## src/fsmc_config.svh

```systemverilog
// bus geometry and timing for the FSMC register block
// muxed bus is one word of address, then one word of data on the same lines
// upper select bits pick the bank, low offset bits pick the word
// FSMC_HOLD_CYCLES must be at least 1
// FSMC_NUM_BANKS and FSMC_BANK_DEPTH are powers of two
`ifndef FSMC_CONFIG_SVH
`define FSMC_CONFIG_SVH

// ============================================================
// bus and data widths
// ============================================================
`define FSMC_AD_WIDTH     18  // multiplexed AD lines
`define FSMC_DATA_WIDTH   16  // one register word

// ============================================================
// register array shape
// ============================================================
`define FSMC_NUM_BANKS    4   // from the 2 select bits
`define FSMC_BANK_DEPTH   16  // words per bank

// derived field widths of the address word
`define FSMC_SEL_WIDTH    $clog2(`FSMC_NUM_BANKS)
`define FSMC_OFS_WIDTH    $clog2(`FSMC_BANK_DEPTH)

// clocks the slave keeps driving after NOE goes high
`define FSMC_HOLD_CYCLES  2

`endif
```

## src/fsmc_pkg.sv

```systemverilog
// types shared by the FSMC register block
// the bus word is one 18-bit value read two ways, as address or as data
// middle address bits are carried along but never decoded
`include "fsmc_config.svh"

package fsmc_pkg;

    // ============================================================
    // bus word views
    // ============================================================
    typedef struct packed {
        logic [`FSMC_SEL_WIDTH-1:0]                                  bank;    // bank select
        logic [`FSMC_AD_WIDTH-`FSMC_SEL_WIDTH-`FSMC_OFS_WIDTH-1:0]   unused;  // ignored
        logic [`FSMC_OFS_WIDTH-1:0]                                  offset;  // word in bank
    } fsmc_addr_t;

    typedef struct packed {
        logic [`FSMC_AD_WIDTH-`FSMC_DATA_WIDTH-1:0] pad;   // upper lines, zero on drive
        logic [`FSMC_DATA_WIDTH-1:0]                data;
    } fsmc_data_t;

    // same lines, address phase or data phase
    typedef union packed {
        fsmc_addr_t addr;
        fsmc_data_t data;
    } fsmc_word_u;

    // ============================================================
    // internal access and read return
    // ============================================================
    typedef struct packed {
        logic                        valid;     // one-clock strobe, no ready
        logic                        write;     // 0 = read
        logic [`FSMC_NUM_BANKS-1:0]  bank_sel;  // one-hot
        logic [`FSMC_OFS_WIDTH-1:0]  offset;
        logic [`FSMC_DATA_WIDTH-1:0] wdata;
    } bank_access_t;

    typedef struct packed {
        logic                        valid;
        logic [`FSMC_DATA_WIDTH-1:0] data;
    } bank_return_t;

    // synchronized pins and their edge pulses
    typedef struct packed {
        logic       nadv;       // levels, active low
        logic       nwe;
        logic       noe;
        logic       nadv_rise;
        logic       nadv_fall;
        logic       nwe_rise;
        logic       nwe_fall;
        logic       noe_rise;
        logic       noe_fall;
        fsmc_word_u word;       // bus as seen with these edges
    } pin_events_t;

endpackage

```

## src/fsmc_regs_top.sv

```systemverilog
// FSMC register subsystem, FSMC_NUM_BANKS banks behind a muxed async bus
// pad is outside: ad_bus is the sampled pins, ad_drive/ad_drive_en feed the tristate
// one clock domain, pins pass a single synchronizer stage
`timescale 1ns/1ps
`include "fsmc_config.svh"

module fsmc_regs_top (
    input  logic                      clk,
    input  logic                      rst_n,
    input  logic                      nadv,
    input  logic                      nwe,
    input  logic                      noe,
    input  logic [`FSMC_AD_WIDTH-1:0] ad_bus,
    output logic [`FSMC_AD_WIDTH-1:0] ad_drive,
    output logic                      ad_drive_en
);

    fsmc_pkg::pin_events_t  events;
    fsmc_pkg::bank_access_t access;
    fsmc_pkg::bank_return_t rets [`FSMC_NUM_BANKS];
    fsmc_pkg::bank_return_t ret;

    fsmc_pin_sync fsmc_pin_sync_i (
        .clk    (clk),
        .rst_n  (rst_n),
        .nadv   (nadv),
        .nwe    (nwe),
        .noe    (noe),
        .ad_bus (ad_bus),
        .events (events)
    );

    fsmc_bus_slave fsmc_bus_slave_i (
        .clk         (clk),
        .rst_n       (rst_n),
        .events      (events),
        .ret         (ret),
        .access      (access),
        .ad_drive    (ad_drive),
        .ad_drive_en (ad_drive_en)
    );

    // ============================================================
    // register banks, all see the same access
    // ============================================================
    for (genvar b = 0; b < `FSMC_NUM_BANKS; b++) begin : g_bank
        reg_bank #(
            .bank_index (b)
        ) reg_bank_i (
            .clk    (clk),
            .rst_n  (rst_n),
            .access (access),
            .ret    (rets[b])
        );
    end

    read_return_mux read_return_mux_i (
        .clk   (clk),
        .rst_n (rst_n),
        .rets  (rets),
        .ret   (ret)
    );

endmodule

```

## src/read_return_mux.sv

```systemverilog
// gathers the bank read returns into one registered word
// returns are one-hot since one access selects one bank,
// so a plain OR is enough
`timescale 1ns/1ps
`include "fsmc_config.svh"

module read_return_mux (
    input  logic                   clk,
    input  logic                   rst_n,
    input  fsmc_pkg::bank_return_t rets [`FSMC_NUM_BANKS],
    output fsmc_pkg::bank_return_t ret
);

    fsmc_pkg::bank_return_t     or_ret;
    logic [`FSMC_NUM_BANKS-1:0] valids;   // for the one-hot check
    logic                       ret_valid_q;
    logic [`FSMC_DATA_WIDTH-1:0] ret_data_q;

    always_comb begin
        or_ret = '0;
        for (int i = 0; i < `FSMC_NUM_BANKS; i++) begin
            or_ret    = or_ret | rets[i];
            valids[i] = rets[i].valid;
        end
    end

    always_ff @(posedge clk or negedge rst_n) begin
        if (!rst_n)
            ret_valid_q <= 1'b0;
        else
            ret_valid_q <= or_ret.valid;
    end

    always_ff @(posedge clk) begin
        ret_data_q <= or_ret.data;
    end

    assign ret.valid = ret_valid_q;
    assign ret.data  = ret_data_q;

    // two banks answering means the select decode is broken
    a_one_return: assert property (
        @(posedge clk) disable iff (!rst_n)
        $onehot0(valids)
    ) else $error("more than one bank returned data");

endmodule

```

## src/reg_bank.sv

```systemverilog
// one bank of FSMC_BANK_DEPTH words, FSMC_DATA_WIDTH bits each
// acts only on a valid access with its own select bit set
// write lands on the next clock, read data returns one clock after the access
// no stall, every selected access is taken in the cycle it arrives
`timescale 1ns/1ps
`include "fsmc_config.svh"

module reg_bank #(
    parameter int bank_index = 0    // position of this bank in the one-hot select
) (
    input  logic                   clk,
    input  logic                   rst_n,
    input  fsmc_pkg::bank_access_t access,
    output fsmc_pkg::bank_return_t ret
);

    logic [`FSMC_DATA_WIDTH-1:0] mem [`FSMC_BANK_DEPTH];
    logic                        sel;
    logic                        rd_sel;
    logic                        ret_valid_q;
    logic [`FSMC_DATA_WIDTH-1:0] ret_data_q;

    assign sel    = access.valid && access.bank_sel[bank_index];
    assign rd_sel = sel && !access.write;

    // ============================================================
    // register array
    // ============================================================
    always_ff @(posedge clk or negedge rst_n) begin
        if (!rst_n) begin
            mem <= '{default: '0};  // registers read back zero after reset
        end else if (sel && access.write) begin
            mem[access.offset] <= access.wdata;
        end
    end

    // read path
    always_ff @(posedge clk or negedge rst_n) begin
        if (!rst_n)
            ret_valid_q <= 1'b0;
        else
            ret_valid_q <= rd_sel;
    end

    always_ff @(posedge clk) begin
        if (rd_sel)
            ret_data_q <= mem[access.offset];  // old word if written same clock
    end

    assign ret.valid = ret_valid_q;
    assign ret.data  = ret_valid_q ? ret_data_q : '0;  // zero when idle, returns OR cleanly

    // ============================================================
    // checks
    // ============================================================
    // a return belongs to a read that selected this bank one clock earlier
    a_ret_after_read: assert property (
        @(posedge clk) disable iff (!rst_n)
        ret.valid |-> $past(access.valid && access.bank_sel[bank_index] && !access.write)
    ) else $error("bank %0d returned data without a read", bank_index);

endmodule

```

## src/fsmc_bus_slave.sv

```systemverilog
// FSMC cycle decoder, turns each bus cycle into one internal access
// direction is the NWE level at NADV rising: host holds NWE low there for a write
// read is prefetched at NADV rising, host leaves 4+ clocks before NOE falls
// write data is the bus word seen with the NWE rising event
// drive ends FSMC_HOLD_CYCLES clocks after NOE rising, or on a new NADV
`timescale 1ns/1ps
`include "fsmc_config.svh"

module fsmc_bus_slave (
    input  logic                      clk,
    input  logic                      rst_n,
    input  fsmc_pkg::pin_events_t     events,
    input  fsmc_pkg::bank_return_t    ret,
    output fsmc_pkg::bank_access_t    access,
    output logic [`FSMC_AD_WIDTH-1:0] ad_drive,
    output logic                      ad_drive_en
);

    localparam int hold_w = $clog2(`FSMC_HOLD_CYCLES + 1);

    typedef enum logic [1:0] {
        st_idle,
        st_addr_rd,
        st_addr_wr
    } state_t;

    state_t                        state_q;
    fsmc_pkg::fsmc_addr_t          addr_q;      // latched address phase
    fsmc_pkg::fsmc_addr_t          cur_addr;
    fsmc_pkg::fsmc_word_u          drive_word;
    logic [`FSMC_DATA_WIDTH-1:0]   rdata_q;     // read-data register
    logic [hold_w-1:0]             hold_cnt_q;
    logic                          drive_en_q;
    logic                          rd_issue;
    logic                          wr_issue;

    // ============================================================
    // access issue, combinational from the event pulses
    // ============================================================
    always_comb begin
        rd_issue = events.nadv_rise && events.nwe;  // nwe high, read cycle
        wr_issue = events.nwe_rise && (state_q == st_addr_wr);
        // prefetch uses the address on the bus right now
        cur_addr = rd_issue ? events.word.addr : addr_q;

        access.valid    = rd_issue || wr_issue;
        access.write    = wr_issue;
        access.bank_sel = `FSMC_NUM_BANKS'(1) << cur_addr.bank;  // one-hot decode
        access.offset   = cur_addr.offset;
        access.wdata    = events.word.data.data;
    end

    // address and read data, payload only
    always_ff @(posedge clk) begin
        if (events.nadv_rise)
            addr_q <= events.word.addr;
        if (ret.valid)
            rdata_q <= ret.data;
    end

    // ============================================================
    // cycle FSM and drive hold
    // ============================================================
    always_ff @(posedge clk or negedge rst_n) begin
        if (!rst_n) begin
            state_q    <= st_idle;
            drive_en_q <= 1'b0;
            hold_cnt_q <= '0;
        end else if (events.nadv_fall) begin
            // new cycle starting, drop any drive still in hold
            state_q    <= st_idle;
            drive_en_q <= 1'b0;
            hold_cnt_q <= '0;
        end else if (events.nadv_rise) begin
            state_q <= events.nwe ? st_addr_rd : st_addr_wr;
        end else if (wr_issue) begin
            state_q <= st_idle;     // write done
        end else if (state_q == st_addr_rd) begin
            if (events.noe_fall) begin
                drive_en_q <= 1'b1;
            end else if (events.noe_rise && drive_en_q) begin
                hold_cnt_q <= hold_w'(`FSMC_HOLD_CYCLES);
            end else if (hold_cnt_q != '0) begin
                hold_cnt_q <= hold_cnt_q - 1'b1;
                if (hold_cnt_q == hold_w'(1)) begin
                    drive_en_q <= 1'b0;  // hold over
                    state_q    <= st_idle;
                end
            end
        end
    end

    // data view of the bus, upper lines zero
    always_comb begin
        drive_word.data.pad  = '0;
        drive_word.data.data = rdata_q;
    end

    assign ad_drive    = drive_word;
    assign ad_drive_en = drive_en_q;

    // ============================================================
    // checks
    // ============================================================
    // never fight the host during a write cycle
    a_no_drive_on_write: assert property (
        @(posedge clk) disable iff (!rst_n)
        (state_q == st_addr_wr) |-> !ad_drive_en
    ) else $error("bus driven during a write cycle");

    // banks take one access per clock, strobes must be separated
    a_access_single: assert property (
        @(posedge clk) disable iff (!rst_n)
        access.valid |=> !access.valid
    ) else $error("access valid on two consecutive clocks");

endmodule

```

## src/fsmc_pin_sync.sv

```systemverilog
// one register stage on the async FSMC pins, then edge detection
// all levels, pulses and the bus word come out registered and aligned,
// two clocks after the pin change
// only one stage, a rare metastable sample is not filtered
`timescale 1ns/1ps
`include "fsmc_config.svh"

module fsmc_pin_sync (
    input  logic                      clk,
    input  logic                      rst_n,
    input  logic                      nadv,
    input  logic                      nwe,
    input  logic                      noe,
    input  logic [`FSMC_AD_WIDTH-1:0] ad_bus,
    output fsmc_pkg::pin_events_t     events
);

    logic [2:0]                sync_q;      // {nadv, nwe, noe}, first stage
    logic [2:0]                lvl_q;       // previous copy, also the output level
    logic [2:0]                rise_q;
    logic [2:0]                fall_q;
    logic [`FSMC_AD_WIDTH-1:0] sync_bus_q;
    logic [`FSMC_AD_WIDTH-1:0] word_q;

    // ============================================================
    // pin levels and edges
    // ============================================================
    always_ff @(posedge clk or negedge rst_n) begin
        if (!rst_n) begin
            sync_q <= 3'b111;   // all strobes inactive
            lvl_q  <= 3'b111;
            rise_q <= 3'b000;
            fall_q <= 3'b000;
        end else begin
            sync_q <= {nadv, nwe, noe};
            lvl_q  <= sync_q;
            rise_q <= sync_q & ~lvl_q;  // low last clock, high now
            fall_q <= ~sync_q & lvl_q;
        end
    end

    // bus word follows the same two stages so it lines up with the edges
    always_ff @(posedge clk) begin
        sync_bus_q <= ad_bus;
        word_q     <= sync_bus_q;
    end

    always_comb begin
        events.nadv      = lvl_q[2];
        events.nwe       = lvl_q[1];
        events.noe       = lvl_q[0];
        events.nadv_rise = rise_q[2];
        events.nadv_fall = fall_q[2];
        events.nwe_rise  = rise_q[1];
        events.nwe_fall  = fall_q[1];
        events.noe_rise  = rise_q[0];
        events.noe_fall  = fall_q[0];
        events.word      = word_q;  // raw bits into the union
    end

endmodule

```

## config.mk

```make
export PLATFORM = sky130hd
export DESIGN_NAME = fsmc_regs_top
export DESIGN_NICKNAME = d
export VERILOG_FILES = /design/src/fsmc_pkg.sv /design/src/fsmc_regs_top.sv /design/src/read_return_mux.sv /design/src/reg_bank.sv /design/src/fsmc_bus_slave.sv /design/src/fsmc_pin_sync.sv
export VERILOG_INCLUDE_DIRS = /design/src
export SDC_FILE = /design/constraint.sdc
export NUM_CORES = 2
export LEC_CHECK = 0
export ABC_AREA = 1
export BUFFER_PORTS_ARGS = -buffer_cell sky130_fd_sc_hd__buf_2
export CAP_MARGIN = 20
export CORE_MARGIN = 1.5
export CORE_UTILIZATION = 50
export CTS_CLUSTER_DIAMETER = 60
export CTS_CLUSTER_SIZE = 40
export DETAILED_ROUTE_END_ITERATION = 10
export PLACE_DENSITY = 0.77
export SYNTH_ARGS = -nofsm -noshare
export SYNTH_HDL_FRONTEND = slang
export SYNTH_SLANG_ARGS = --single-unit
```

## constraint.sdc

```tcl
create_clock -name clk -period 6.5 [get_ports clk]
set_input_delay 1.95 -clock clk [delete_from_list [all_inputs] [get_ports clk]]
set_output_delay 1.95 -clock clk [all_outputs]
set_load 0.01 [all_outputs]
```

==> results.cfg <==
[outcome]
status = complete, no violations

[grt]
gr-total-overflow = 0
track_usage = 0.287
antenna_found_initial = 2
grt_pass1_vias = 43342
grt_max_degree = 200
grt_pass1_wl_um = 247000

[placed_design]
placedInstanceArea_um2 = 54300
dp.final_hpwl_um = 85800
placed_cells = 7913
io_buffers = 39
place.gp.congestion = 0.909

[yosys]
yosys-top-cells-area = dfrtp_1 (48%), nand2_1 (23%), o21ai_1 (6.3%), nand3_1 (5.4%), edfxtp_1 (4.8%)
postSynthAreaPerCell_um2 = 7.73
synthMuxAreaShare = 0
syn_area_um2 = 53700
synth_fa_ha_area_frac = 0.000466
ys_seq_elements = 1183
ys_top_cells_by_count = nand2_1 (3357), dfrtp_1 (1039), o21ai_1 (681)
synth_edf_count = 86
synth_compound_area_frac = 0.0967
synth-seq-area-share = 0.554
synthArstFlopShare = 0.883
synth-main-ff-cell = dfrtp_1
synth_top_cell_area_share = 0.484
synth-xor-area-share = 0
ys_warn_count = 0
ys_types = 28
synthMostInstantiatedCell = nand2_1
synth_top_family_by_area = simple AND/OR/NAND/NOR gates
syn-instance-count = 6952
yosysTopAreaCell = dfrtp_1
synthSimpleGateAreaFrac = 0.295

[die]
fp.dieW_um = 331
rows = 120
core_area_um2 = 107000
fp.dieH_um = 331
io_pins = 42
initial_core_util = 0.503
design.die.area_um2 = 109000

[sta]
maxSlewViolCount = 0
finalCriticalPeriod_ns = 4.41
clock_skew_ns = 0.0492
finalSetupTns_ns = 0
rsz0062_at_grt = no
worst_pin_slew_ns = 1.24
finalCritPeriodShare = 0.679
finalSetupViolCount = 0
report.final.hold_viol_count = 0
relSlewSlack = 0.176
clock.fmax_mhz = 227

[power]
leakage_uw = 0.0292
ir_worst_vdd_mv = 0.214
powerDensity_nw_per_um2 = 249

[hold_path]
hp-class = flop to flop
whs_path_depth = 0

[setup_path]
path_class = flop to flop
cp.arrival_ns = 5.01
cpLargestDelayFamily = simple AND/OR/NAND/NOR gates
crit_chain = nand3_4, nand2_8, nand2_1, nor2_1, nand2_1, o21ai_0
path_buf_inv = 0
worst_setup_path_end_kind = flop
cp_max_fo = 61
reg2reg_depth = 6
crit_required_ns = 7.10
slowest_stage = nand2_1
critPathMostFrequentCell = nand2_1
cp.depth = 6
critPathMaxStageDelay_ns = 0.79
worstSetupStartpointType = flop

[clock_tree]
path_clk_slew_ns = 0.08
postCtsSetupBuffers = 0
cts.sinks = 1183
ctsResizeCount = 0
cts_inserted_buffers = 94
insertion_delay_ns = 0.73
root_buffer = clkbuf_16
hold_buffers = 0
cts_tree = done
clk_path_buf_depth = 3
htreeDepth = 3

[run]
cap_violations = 0

[route]
route.met2.wl_um = 70400
routed-via-count = 46427
viasPerCell = 5.71
postRouteWirelength_um = 158000
antenna_left = 0
wl_met3_um = 16100
drcViolationCount = 0
routed.top_layer = met5
drt-met1-wl_um = 63200
wl_per_cell_um = 19.4
dr.pass1.iters = 7
detail_route.iter0.violations = 6151

[cells_and_area]
stdcell_count = 8126
diodes = 0
layout-drive-gt1-share = 0.0559
final_nets = 6668
syn_to_final_growth_pct = 9.19
fill_cells = 9537
final_area_um2 = 58700
## where the power goes
group | total (uW) | switching, uW | internal (uW)
sequential | 7560 | 55.3 | 7510
clock | 6230 | 3190 | 3040
combinational | 803 | 689 | 114
## worst paths after layout
path / start / slack (ns) / end
worst max-delay path: fsmc_pin_sync_i.rise_q[2] / 2.09 / g_bank[0].reg_bank_i.mem[41]
worst min-delay path: fsmc_pin_sync_i.sync_bus_q[15] / 0.33 / fsmc_pin_sync_i.word_q[15]
worst max register to register: fsmc_pin_sync_i.rise_q[2] / 2.09 / g_bank[0].reg_bank_i.mem[41]
worst min register to register: fsmc_pin_sync_i.sync_bus_q[15] / 0.33 / fsmc_pin_sync_i.word_q[15]
max in group asynchronous: rst_n / 3.80 / g_bank[2].reg_bank_i.mem[152]
min in group asynchronous: rst_n / 1.26 / g_bank[3].reg_bank_i.mem[107]
## registers in the layout (all words and copies together) (netlist names), 4 cells and up
register and cells:
g_bank.reg_bank_i.mem 1024, g_bank.reg_bank_i.ret_data_q 64, fsmc_pin_sync_i.sync_bus_q 18, fsmc_pin_sync_i.word_q 18
fsmc_bus_slave_i.rdata_q 16, read_return_mux_i.ret_data_q 16, fsmc_bus_slave_i.addr_q 6, g_bank.reg_bank_i.ret_valid_q 4
## cells in the final DEF, fill, tap and decap left out, types with 3 or more instances in the layout
cell | netlist | layout
clkinv_8 | 0 | 19
clkinvlp_4 | 0 | 5
o21ai_2 | 4 | 3
nand4_1 | 17 | 17
dfxtp_1 | 52 | 52
nor2_2 | 13 | 14
clkbuf_1 | 429 | 8
nor2_1 | 20 | 18
inv_12 | 0 | 8
clkbuf_16 | 0 | 96
o21ai_1 | 681 | 681
buf_2 | 76 | 38
buf_8 | 0 | 7
clkbuf_8 | 0 | 3
o21ai_0 | 348 | 348
clkinv_2 | 0 | 4
nand3_1 | 583 | 581
buf_12 | 0 | 12
buf_16 | 0 | 35
nand2_2 | 2 | 3
buf_4 | 7 | 61
inv_2 | 9 | 22
dfrtp_1 | 1039 | 1039
dfstp_2 | 6 | 6
clkinv_4 | 0 | 6
nand2_1 | 3357 | 3356
inv_8 | 0 | 12
inv_6 | 0 | 10
inv_1 | 150 | 149
edfxtp_1 | 86 | 86
## per-stage QoR
step | util | setup WS (ns) | power (uW) | hold WS, ns
after global routing | 0.549 | 1.89 | 15000 | 0.326
after global placement | 0.508 | 2.22 | 8490 | 0.310
after floorplan | - | 4.16 | 8100 | 0.310
after detailed placement | 0.509 | 2.13 | 8500 | 0.313
after CTS | 0.541 | 2.10 | 14600 | 0.321
final | 0.549 | 2.09 | 14600 | 0.329
## logic make-up after synthesis
family | count (synthesis)
simple gates | 3998
flops | 1183
compound gates | 1035
buf+inv | 733
fa+ha+maj | 2
other cells | 1
## per-layer routing
layer	vias up	track usage
met5	-	0.00261
met4	4	0.143
met3	448	0.0532
met2	2344	0.442
met1	22066	0.390
li1	21565	-
## worst register-to-register path: stages, from the launching register on
cell	delay, ns
dfrtp_1	0.67
nand3_4	0.72
nand2_8	0.69
nand2_1	0.29
nor2_1	0.66
nand2_1	0.79
o21ai_0	0.47
## layout make-up
cell class | instances | area (um^2) | share of cell area
inverters | 174 | 663 | 0.0113
flip-flops and latches | 1183 | 29800 | 0.508
multi-input cells | 5037 | 21100 | 0.360
repair buffers | 153 | 1960 | 0.0334
clock inverters | 69 | 895 | 0.0153
well taps | 1403 | 1760 | 0.0299
clock buffers | 107 | 2470 | 0.0422
(Power assumes the default switching activity.)
